**config.mk**
```make
export PLATFORM = sky130hd
export DESIGN_NAME = riscv_pipeline
export DESIGN_NICKNAME = d
export VERILOG_FILES = /design/src/design/core_pkg.sv /design/src/design/alu.sv /design/src/design/reg_file.sv /design/src/design/fetch_stage.sv /design/src/design/decode_stage.sv /design/src/design/execute_stage.sv /design/src/design/memory_stage.sv /design/src/design/riscv_pipeline.sv
export SDC_FILE = /design/constraint.sdc
export NUM_CORES = 2
export LEC_CHECK = 0
export BUFFER_PORTS_ARGS = -buffer_cell sky130_fd_sc_hd__buf_2
export CAP_MARGIN = 0
export CORE_UTILIZATION = 31
export DETAILED_ROUTE_END_ITERATION = 10
export REMOVE_ABC_BUFFERS = 1
export SYNTH_ARGS = -nofsm -noshare
export SYNTH_HDL_FRONTEND = slang
export SYNTH_HIERARCHICAL = 1
export SYNTH_SLANG_ARGS = --single-unit
```
**constraint.sdc**
```tcl
create_clock -name clk -period 6.9 [get_ports clk]
set_input_delay 1.725 -clock clk [delete_from_list [all_inputs] [get_ports clk]]
set_output_delay 1.725 -clock clk [all_outputs]
set_load 0.005 [all_outputs]
```
**src/design/core_pkg.sv**
```systemverilog
`default_nettype none

package core_pkg;

    typedef logic [31:0] word_t;
    typedef logic [4:0]  reg_addr_t;
    typedef logic [29:0] cache_addr_t;  // Byte address without the two low bits

    // Encoded as {funct7[5], funct3} so decode can pass the fields through
    typedef enum logic [3:0] {
        alu_add = 4'b0000,
        alu_sll = 4'b0001,
        alu_slt = 4'b0010,
        alu_xor = 4'b0100,
        alu_srl = 4'b0101,
        alu_or  = 4'b0110,
        alu_and = 4'b0111,
        alu_sub = 4'b1000,
        alu_sra = 4'b1101
    } alu_op_e;

    typedef struct packed {
        alu_op_e alu_op;
        logic    alu_src;       // Immediate as operand b
        logic    reg_write;
        logic    mem_to_reg;    // Loads only
        logic    mem_write;
    } ctrl_t;

    typedef struct packed {
        ctrl_t     ctrl;
        word_t     rs1_val;
        word_t     rs2_val;
        reg_addr_t rs1;
        reg_addr_t rs2;
        reg_addr_t rd;
        word_t     imm;
    } id_ex_t;

    typedef struct packed {
        logic      reg_write;
        logic      mem_to_reg;
        logic      mem_write;
        reg_addr_t rd;
        word_t     result;      // ALU result, also the data address
        word_t     store_data;
    } ex_mem_t;

    // Write-back port, we never set for x0
    typedef struct packed {
        logic      we;
        reg_addr_t rd;
        word_t     data;
    } wb_t;

    localparam logic [6:0] op_reg   = 7'b0110011;
    localparam logic [6:0] op_imm   = 7'b0010011;
    localparam logic [6:0] op_load  = 7'b0000011;
    localparam logic [6:0] op_store = 7'b0100011;

    localparam word_t nop_inst = 32'h0000_0013;    // addi x0,x0,0

    // Bubble controls
    localparam ctrl_t ctrl_nop = '{alu_op: alu_and, default: '0};

endpackage

`default_nettype wire

```
**src/design/alu.sv**
```systemverilog
`timescale 1ns/1ps
`default_nettype none

module alu (
    input  core_pkg::alu_op_e op,
    input  core_pkg::word_t   a,
    input  core_pkg::word_t   b,
    output core_pkg::word_t   result
);
    import core_pkg::*;

    logic [4:0] shamt;

    assign shamt = b[4:0];

    always_comb begin
        case (op)
            alu_add: result = a + b;
            alu_sub: result = a - b;
            alu_or:  result = a | b;
            alu_xor: result = a ^ b;
            alu_slt: result = {31'd0, $signed(a) < $signed(b)};
            alu_sll: result = a << shamt;
            alu_srl: result = a >> shamt;
            alu_sra: result = word_t'($signed(a) >>> shamt);
            default: result = a & b;    // alu_and and unused codes
        endcase
    end

endmodule

`default_nettype wire

```
**src/design/reg_file.sv**
```systemverilog
`timescale 1ns/1ps
`default_nettype none

module reg_file (
    input  logic                clk,
    input  logic                RST_n,
    input  core_pkg::reg_addr_t rs1,
    input  core_pkg::reg_addr_t rs2,
    output core_pkg::word_t     rs1_val,
    output core_pkg::word_t     rs2_val,
    input  core_pkg::wb_t       wb
);
    import core_pkg::*;

    word_t regs [32];

    // x0 stays zero since wb.we is never set for it
    always_ff @(posedge clk) begin
        if (!RST_n) begin
            for (int i = 0; i < 32; i++) begin
                regs[i] <= '0;
            end
        end else if (wb.we) begin
            regs[wb.rd] <= wb.data;
        end
    end

    assign rs1_val = regs[rs1];
    assign rs2_val = regs[rs2];

endmodule

`default_nettype wire

```
**src/design/fetch_stage.sv**
```systemverilog
`timescale 1ns/1ps
`default_nettype none

module fetch_stage #(
    parameter core_pkg::word_t RESET_PC = '0
) (
    input  logic            clk,
    input  logic            RST_n,
    input  logic            hold,          // Cache stall or load-use bubble
    input  core_pkg::word_t icache_rdata,
    output core_pkg::word_t pc,
    output core_pkg::word_t inst           // IF/ID instruction register
);
    import core_pkg::*;

    word_t pc_next;

    assign pc_next = pc + 32'd4;

    always_ff @(posedge clk) begin
        if (!RST_n) begin
            pc   <= RESET_PC;
            inst <= nop_inst;
        end else if (!hold) begin
            pc   <= pc_next;
            inst <= icache_rdata;   // Word fetched at the current pc
        end
    end

endmodule

`default_nettype wire

```
**src/design/decode_stage.sv**
```systemverilog
`timescale 1ns/1ps
`default_nettype none

module decode_stage (
    input  logic              clk,
    input  logic              RST_n,
    input  logic              stall,
    input  core_pkg::word_t   inst,
    input  core_pkg::wb_t     wb,
    output logic              hazard,
    output core_pkg::id_ex_t  id_ex
);
    import core_pkg::*;

    logic [6:0] opcode;
    logic [2:0] funct3;
    reg_addr_t  rs1;
    reg_addr_t  rs2;
    reg_addr_t  rd;
    word_t      imm_i;
    word_t      imm_s;
    word_t      imm_sh;
    word_t      rf_rs1;
    word_t      rf_rs2;
    word_t      rs1_val;
    word_t      rs2_val;
    word_t      imm;
    ctrl_t      ctrl;
    logic       uses_rs2;

    assign opcode = inst[6:0];
    assign rd     = inst[11:7];
    assign funct3 = inst[14:12];
    assign rs1    = inst[19:15];
    assign rs2    = inst[24:20];

    assign imm_i  = {{20{inst[31]}}, inst[31:20]};
    assign imm_s  = {{20{inst[31]}}, inst[31:25], inst[11:7]};
    assign imm_sh = {27'd0, inst[24:20]};

    reg_file u_reg_file (
        .clk     (clk),
        .RST_n   (RST_n),
        .rs1     (rs1),
        .rs2     (rs2),
        .rs1_val (rf_rs1),
        .rs2_val (rf_rs2),
        .wb      (wb)
    );

    // Write lands this edge, so pass it straight through
    assign rs1_val = (wb.we && wb.rd == rs1) ? wb.data : rf_rs1;
    assign rs2_val = (wb.we && wb.rd == rs2) ? wb.data : rf_rs2;

    always_comb begin
        ctrl     = ctrl_nop;
        imm      = '0;
        uses_rs2 = 1'b0;
        case (opcode)
            op_reg: begin
                ctrl.reg_write = 1'b1;
                ctrl.alu_op    = alu_op_e'({inst[30], funct3});
                uses_rs2       = 1'b1;
            end
            op_imm: begin
                ctrl.alu_src   = 1'b1;
                ctrl.reg_write = 1'b1;
                if (funct3 == 3'b001 || funct3 == 3'b101) begin   // slli, srli, srai
                    imm         = imm_sh;
                    ctrl.alu_op = alu_op_e'({inst[30], funct3});
                end else begin
                    imm         = imm_i;
                    ctrl.alu_op = alu_op_e'({1'b0, funct3});
                end
            end
            op_load: begin
                ctrl.alu_src    = 1'b1;
                ctrl.reg_write  = 1'b1;
                ctrl.mem_to_reg = 1'b1;
                ctrl.alu_op     = alu_add;
                imm             = imm_i;
            end
            op_store: begin
                ctrl.alu_src   = 1'b1;
                ctrl.mem_write = 1'b1;
                ctrl.alu_op    = alu_add;
                imm            = imm_s;
                uses_rs2       = 1'b1;
            end
            default: ;
        endcase
    end

    // Load in EX whose result is needed here
    assign hazard = id_ex.ctrl.mem_to_reg && (id_ex.rd != '0) &&
                    ((id_ex.rd == rs1) || (uses_rs2 && id_ex.rd == rs2));

    always_ff @(posedge clk) begin
        if (!RST_n) begin
            id_ex <= '{ctrl: ctrl_nop, default: '0};
        end else if (!stall) begin
            id_ex.ctrl    <= hazard ? ctrl_nop : ctrl;
            id_ex.rs1_val <= rs1_val;
            id_ex.rs2_val <= rs2_val;
            id_ex.rs1     <= rs1;
            id_ex.rs2     <= rs2;
            id_ex.rd      <= rd;
            id_ex.imm     <= imm;
        end
    end

endmodule

`default_nettype wire

```
**src/design/execute_stage.sv**
```systemverilog
`timescale 1ns/1ps
`default_nettype none

module execute_stage (
    input  logic              clk,
    input  logic              RST_n,
    input  logic              stall,
    input  core_pkg::id_ex_t  id_ex,
    input  core_pkg::wb_t     wb,
    output core_pkg::ex_mem_t ex_mem
);
    import core_pkg::*;

    word_t op_a;
    word_t fwd_b;       // Also the store data
    word_t op_b;
    word_t alu_y;

    // Newest producer wins
    function automatic word_t forward(reg_addr_t src, word_t id_val);
        if (ex_mem.reg_write && ex_mem.rd != '0 && ex_mem.rd == src) begin
            return ex_mem.result;
        end else if (wb.we && wb.rd == src) begin
            return wb.data;
        end
        return id_val;
    endfunction

    always_comb begin
        op_a  = forward(id_ex.rs1, id_ex.rs1_val);
        fwd_b = forward(id_ex.rs2, id_ex.rs2_val);
        op_b  = id_ex.ctrl.alu_src ? id_ex.imm : fwd_b;
    end

    alu u_alu (
        .op     (id_ex.ctrl.alu_op),
        .a      (op_a),
        .b      (op_b),
        .result (alu_y)
    );

    always_ff @(posedge clk) begin
        if (!RST_n) begin
            ex_mem <= '0;
        end else if (!stall) begin
            ex_mem.reg_write  <= id_ex.ctrl.reg_write;
            ex_mem.mem_to_reg <= id_ex.ctrl.mem_to_reg;
            ex_mem.mem_write  <= id_ex.ctrl.mem_write;
            ex_mem.rd         <= id_ex.rd;
            ex_mem.result     <= alu_y;
            ex_mem.store_data <= fwd_b;
        end
    end

endmodule

`default_nettype wire

```
**src/design/memory_stage.sv**
```systemverilog
`timescale 1ns/1ps
`default_nettype none

module memory_stage (
    input  logic                  clk,
    input  logic                  RST_n,
    input  logic                  stall,
    input  core_pkg::ex_mem_t     ex_mem,
    output logic                  dcache_ren,
    output logic                  dcache_wen,
    output core_pkg::cache_addr_t dcache_addr,
    output core_pkg::word_t       dcache_wdata,
    input  core_pkg::word_t       dcache_rdata,
    output core_pkg::wb_t         wb
);
    import core_pkg::*;

    logic      mw_reg_write;
    logic      mw_mem_to_reg;
    reg_addr_t mw_rd;
    word_t     mw_result;
    word_t     mw_rdata;

    assign dcache_wen   = ex_mem.mem_write;
    assign dcache_ren   = ~ex_mem.mem_write;
    assign dcache_addr  = ex_mem.result[31:2];
    assign dcache_wdata = ex_mem.store_data;

    always_ff @(posedge clk) begin
        if (!RST_n) begin
            mw_reg_write  <= 1'b0;
            mw_mem_to_reg <= 1'b0;
        end else if (!stall) begin
            mw_reg_write  <= ex_mem.reg_write;
            mw_mem_to_reg <= ex_mem.mem_to_reg;
            mw_rd         <= ex_mem.rd;
            mw_result     <= ex_mem.result;
            mw_rdata      <= dcache_rdata;  // Valid once the stall drops
        end
    end

    assign wb.we   = mw_reg_write && (mw_rd != '0);
    assign wb.rd   = mw_rd;
    assign wb.data = mw_mem_to_reg ? mw_rdata : mw_result;

endmodule

`default_nettype wire

```
**src/design/riscv_pipeline.sv**
```systemverilog
`timescale 1ns/1ps
`default_nettype none

module riscv_pipeline #(
    parameter core_pkg::word_t RESET_PC = '0
) (
    input  logic                  clk,
    input  logic                  RST_n,
    // Instruction cache
    output core_pkg::cache_addr_t icache_addr,
    input  logic                  icache_stall,
    input  core_pkg::word_t       icache_rdata,
    // Data cache
    output logic                  dcache_ren,
    output logic                  dcache_wen,
    output core_pkg::cache_addr_t dcache_addr,
    output core_pkg::word_t       dcache_wdata,
    input  logic                  dcache_stall,
    input  core_pkg::word_t       dcache_rdata,
    output core_pkg::word_t       pc
);
    import core_pkg::*;

    logic    stall;
    logic    hold;
    logic    hazard;
    word_t   inst;
    id_ex_t  id_ex;
    ex_mem_t ex_mem;
    wb_t     wb;

    assign stall       = icache_stall | dcache_stall;  // Freezes every stage
    assign hold        = stall | hazard;
    assign icache_addr = pc[31:2];

    fetch_stage #(
        .RESET_PC (RESET_PC)
    ) u_fetch (
        .clk          (clk),
        .RST_n        (RST_n),
        .hold         (hold),
        .icache_rdata (icache_rdata),
        .pc           (pc),
        .inst         (inst)
    );

    decode_stage u_decode (
        .clk    (clk),
        .RST_n  (RST_n),
        .stall  (stall),
        .inst   (inst),
        .wb     (wb),
        .hazard (hazard),
        .id_ex  (id_ex)
    );

    execute_stage u_execute (
        .clk    (clk),
        .RST_n  (RST_n),
        .stall  (stall),
        .id_ex  (id_ex),
        .wb     (wb),
        .ex_mem (ex_mem)
    );

    memory_stage u_memory (
        .clk          (clk),
        .RST_n        (RST_n),
        .stall        (stall),
        .ex_mem       (ex_mem),
        .dcache_ren   (dcache_ren),
        .dcache_wen   (dcache_wen),
        .dcache_addr  (dcache_addr),
        .dcache_wdata (dcache_wdata),
        .dcache_rdata (dcache_rdata),
        .wb           (wb)
    );

endmodule

`default_nettype wire

```
==> results by group <==
Run status
  • Status: finished, final reports clean

Placed design
  • Placed cell areas: 0.0843 mm^2
  • Port bufs: 191
  • Final HPWL DP: between 150000 and 200000 um
  • DP Worst Slack: 834 ps
  • GPL Wtd Cong: 0.962

Final layout
  • Multi-input gate area: between 0.03 and 0.04 mm^2
  • Fillers: ~25k
  • Top reg by flops: u_decode/u_reg_file/regs
  • Final net count: approximately 7.5k
  • Top Registers: u_decode/u_reg_file/regs x1024, u_decode/id_ex x99, u_execute/ex_mem x72
  • Share of layout cells above drive strength 1: 12.2%
  • Final instance area: 0.0893 mm^2
  • Syn-to-layout area delta: 10.7%
  • Max reg flops: around 1k
  • Reg area: ~0.038 mm^2

Synthesis
  • Post-Synthesis Cells: 7562
  • Library cells used by synthesis: ~120
  • Post-Syn Area: ~0.08 mm^2
  • Mux cell area share after synthesis: about 17%
  • Largest family of logic cells by synthesized area: multiplexers
  • Most used DFF post-synth: edfxtp_1
  • Most frequent cells after synthesis: mux2i_1 (1217), edfxtp_1 (1093), and2_1 (1035)
  • Simple-gate area share of the yosys netlist: approximately 17%
  • Cell taking the most area after synthesis: edfxtp_1
  • Syn_area_per_cell: 10.7 um^2
  • Compound-gate portion of the synthesized area: 12.0%
  • Xor-xnor portion of the synthesized cell area: less than 1%
  • Largest cells by area after synthesis: edfxtp_1 (41%), mux2i_1 (15%), and2_1 (8.0%), dfxtp_1 (5.8%), a21oi_1 (2.4%)
  • Fraction of registers with async set/reset: 0%
  • Post-synthesis register bit count: around 1.3k
  • YS warnings: 6
  • Top-area cell type share of the netlist area: between 40% and 50%
  • Post-synth EDFFs: around 1.1k
  • Register area share after synthesis: between 40 and 50%
  • Most numerous cell in the Yosys netlist: mux2i_1
  • Post-synthesis adder-cell area fraction: 1.65%

Routing
  • DRT Wirelength: ~300000 um
  • Via Count: about 62k
  • Remaining antenna violation count after routing: 0
  • Via density: 5.75
  • DRT Pass-1 Iters: 6
  • Residual DRC: 0
  • Drt wl/cell: around 28 um
  • Initial drt markers: between 7k and 8k

Clock network
  • Root buf cell: clkbuf_16
  • Num Clock Sinks: ~1.3k
  • Clock transition at path regs: around 60 ps
  • CTS tree: yes
  • Setup Fix Bufs, Post-CTS: 0
  • Cts bufs inserted: 153
  • PostCTS Resize Cnt: 0
  • CTS Hold Buffers Added: 0
  • Worst skew pair latency: 820 ps
  • H-tree depth: 4
  • Clk buf depth: 3

GRT
  • Met3 usage: about 3.8%
  • Grt met2 use: 33.5%
  • Gr busiest metal: met2
  • Vias in the first global route: between 60k and 70k
  • Gr usage total: between 20% and 30%
  • Grt ovf: 0
  • First-pass GRT wire length: around 430000 um
  • Initial antenna violation count: 23
  • Pin count of the biggest net entering global routing: around 170
  • GRT met1 Usage: 30.5%

Setup path
  • Startpoint Class: flop
  • CP Max Fanout: 32
  • Worst Path Arrival: ~7000 ps
  • CP Class: flop to flop
  • CP cell instances: or4_1, o21a_1, nand3_2, buf_4, buf_4, a221oi_1, o31ai_1, inv_1, ha_1, a21oi_1, o21bai_1, a21oi_1, o221ai_1, a2bb2oi_1, o21bai_2, xnor2_1, a2111oi_2, o31ai_1, o22a_1, mux2i_1, nor2b_1
  • CP endpoint kind: flop
  • Slowest cell delay on critical path: between 500 and 600 ps
  • Worst EP required: approximately 7600 ps
  • Slowest cell on crit path: edfxtp_1

STA
  • Worst slew pin tran: 1310 ps
  • Slew headroom: between 10% and 20%
  • Sum of negative setup slack: 0 ps
  • Hold Violations, Final: 0
  • RSZ-0062 raised after global routing: false
  • Final setup viols: 0
  • Final worst path period share: just over 90%
  • Clock skew: between 30 and 40 ps
  • Max-slew violations: 0
  • Max Freq: between 0.15 and 0.2 GHz
  • Fin worst setup slack: between 600 and 700 ps
  • Shortest period the worst path allows: ~6200 ps

Floorplanning
  • Die Footprint: 0.262 mm^2
  • Num rows: between 150 and 200
  • Die X: about 510 um
  • Die height: roughly 510 um
  • Initial Utilization: a little under a third
  • Core box area: 0.258 mm^2
  • # IOs: roughly 190

Pwr
  • Static leakage: 32.2 nW
  • Max rail drop VDD: ~290 uV
  • Total power divided by cell area: around 230 mW/mm^2

Job
  • Max-cap viol count: 0

Worst hold path
  • Hold/Removal Path Class: flop to flop
==> placed cells by master, fill, tap and decap left out, types with 25 or more instances in the layout <==
cell type,instances
a211oi_1,25
a21oi_1,386
a221oi_1,43
a22o_1,130
a22oi_1,234
a31oi_1,84
and2_1,1033
and3_1,42
buf_2,190
buf_4,196
clkbuf_1,33
clkbuf_16,157
clkinv_1,28
dfxtp_1,231
edfxtp_1,1093
ha_1,103
inv_1,95
mux2_2,58
mux2_4,30
mux2i_1,1217
nand2_1,351
nand2b_1,78
nand3_1,255
nand4b_1,33
nor2_1,290
nor2_2,30
nor2b_1,84
nor3_1,99
o211a_1,65
o211ai_1,35
o21ai_0,136
o21ai_4,32
o31ai_1,42
xnor2_1,39
xor2_1,29
==> power breakdown <==
group | switching [W] | internal, W | total (W)
Sequential | 0.000225 | 0.00893 | 0.00916
Combinational | 0.00207 | 0.00104 | 0.00311
Clock | 0.00353 | 0.00465 | 0.00819
Total | 0.00583 | 0.0146 | 0.0205
==> cells by family (layout without fill, tap and decap cells) <==
family / after synthesis / after routing
buf+inv: 902 / 787
xor+xnor: 69 / 69
simple gates: 2429 / 2429
compound gates: 1390 / 1390
mux: 1338 / 1338
fa+ha+maj: 105 / 105
other cells: 1 / 13
flops: 1328 / 1328
==> critical path: cells and delay by family, from the launching register on <==
family                     cells  cell delay (ps)
xor gates and xnor gates       1              170
and+or+nand+nor                3              820
DFF                            1              580
adders and majority gates      1              480
muxes                          1              120
AOI/OAI and AO/OA             12             3050
buffers and inverters          3              880
==> through the flow <==
stage	cells	hold slack, ps	utilization, %	power (W)
6_report	10800	484	34.7	0.0205
5_1_grt	10800	519	34.6	0.0211
4_1_cts	10800	486	34.6	0.0205
3_5_place_dp	10600	472	32.7	0.0124
3_3_place_gp	10600	471	32.7	0.0123
2_1_floorplan	6764	441	-	0.0117
==> layout make-up <==
type | count | share of cell area [%]
diodes | 11 | 0.0308
clock buffers | 197 | 4.65
clock inverters | 85 | 0.908
inverters | 103 | 0.436
multi-input cells | 5333 | 44.1
flip-flops and latches | 1328 | 42.0
well taps | 3384 | 4.74
repair buffers | 402 | 3.07
==> layer usage <==
| layer | up-vias | routed length (um) |
|---|---|---|
| li1 | 27100 | - |
| met1 | 31500 | 130000 |
| met2 | 3173 | 132000 |
| met3 | 586 | 25600 |
| met4 | 18 | 13400 |
| met5 | - | 115 |
==> final timing paths <==
kind | from | end | slack (ps) | cells past startpoint
hold / removal | u_decode/id_ex[113] | u_decode/id_ex[113] | 480 | 1
setup reg to reg | u_memory/mw_rd[3] | u_execute/ex_mem[59] | 660 | 21
hold reg to reg | u_decode/id_ex[113] | u_decode/id_ex[113] | 480 | 1
setup / recovery | u_memory/mw_rd[3] | u_execute/ex_mem[59] | 660 | 21
(Power assumes the default switching activity.)
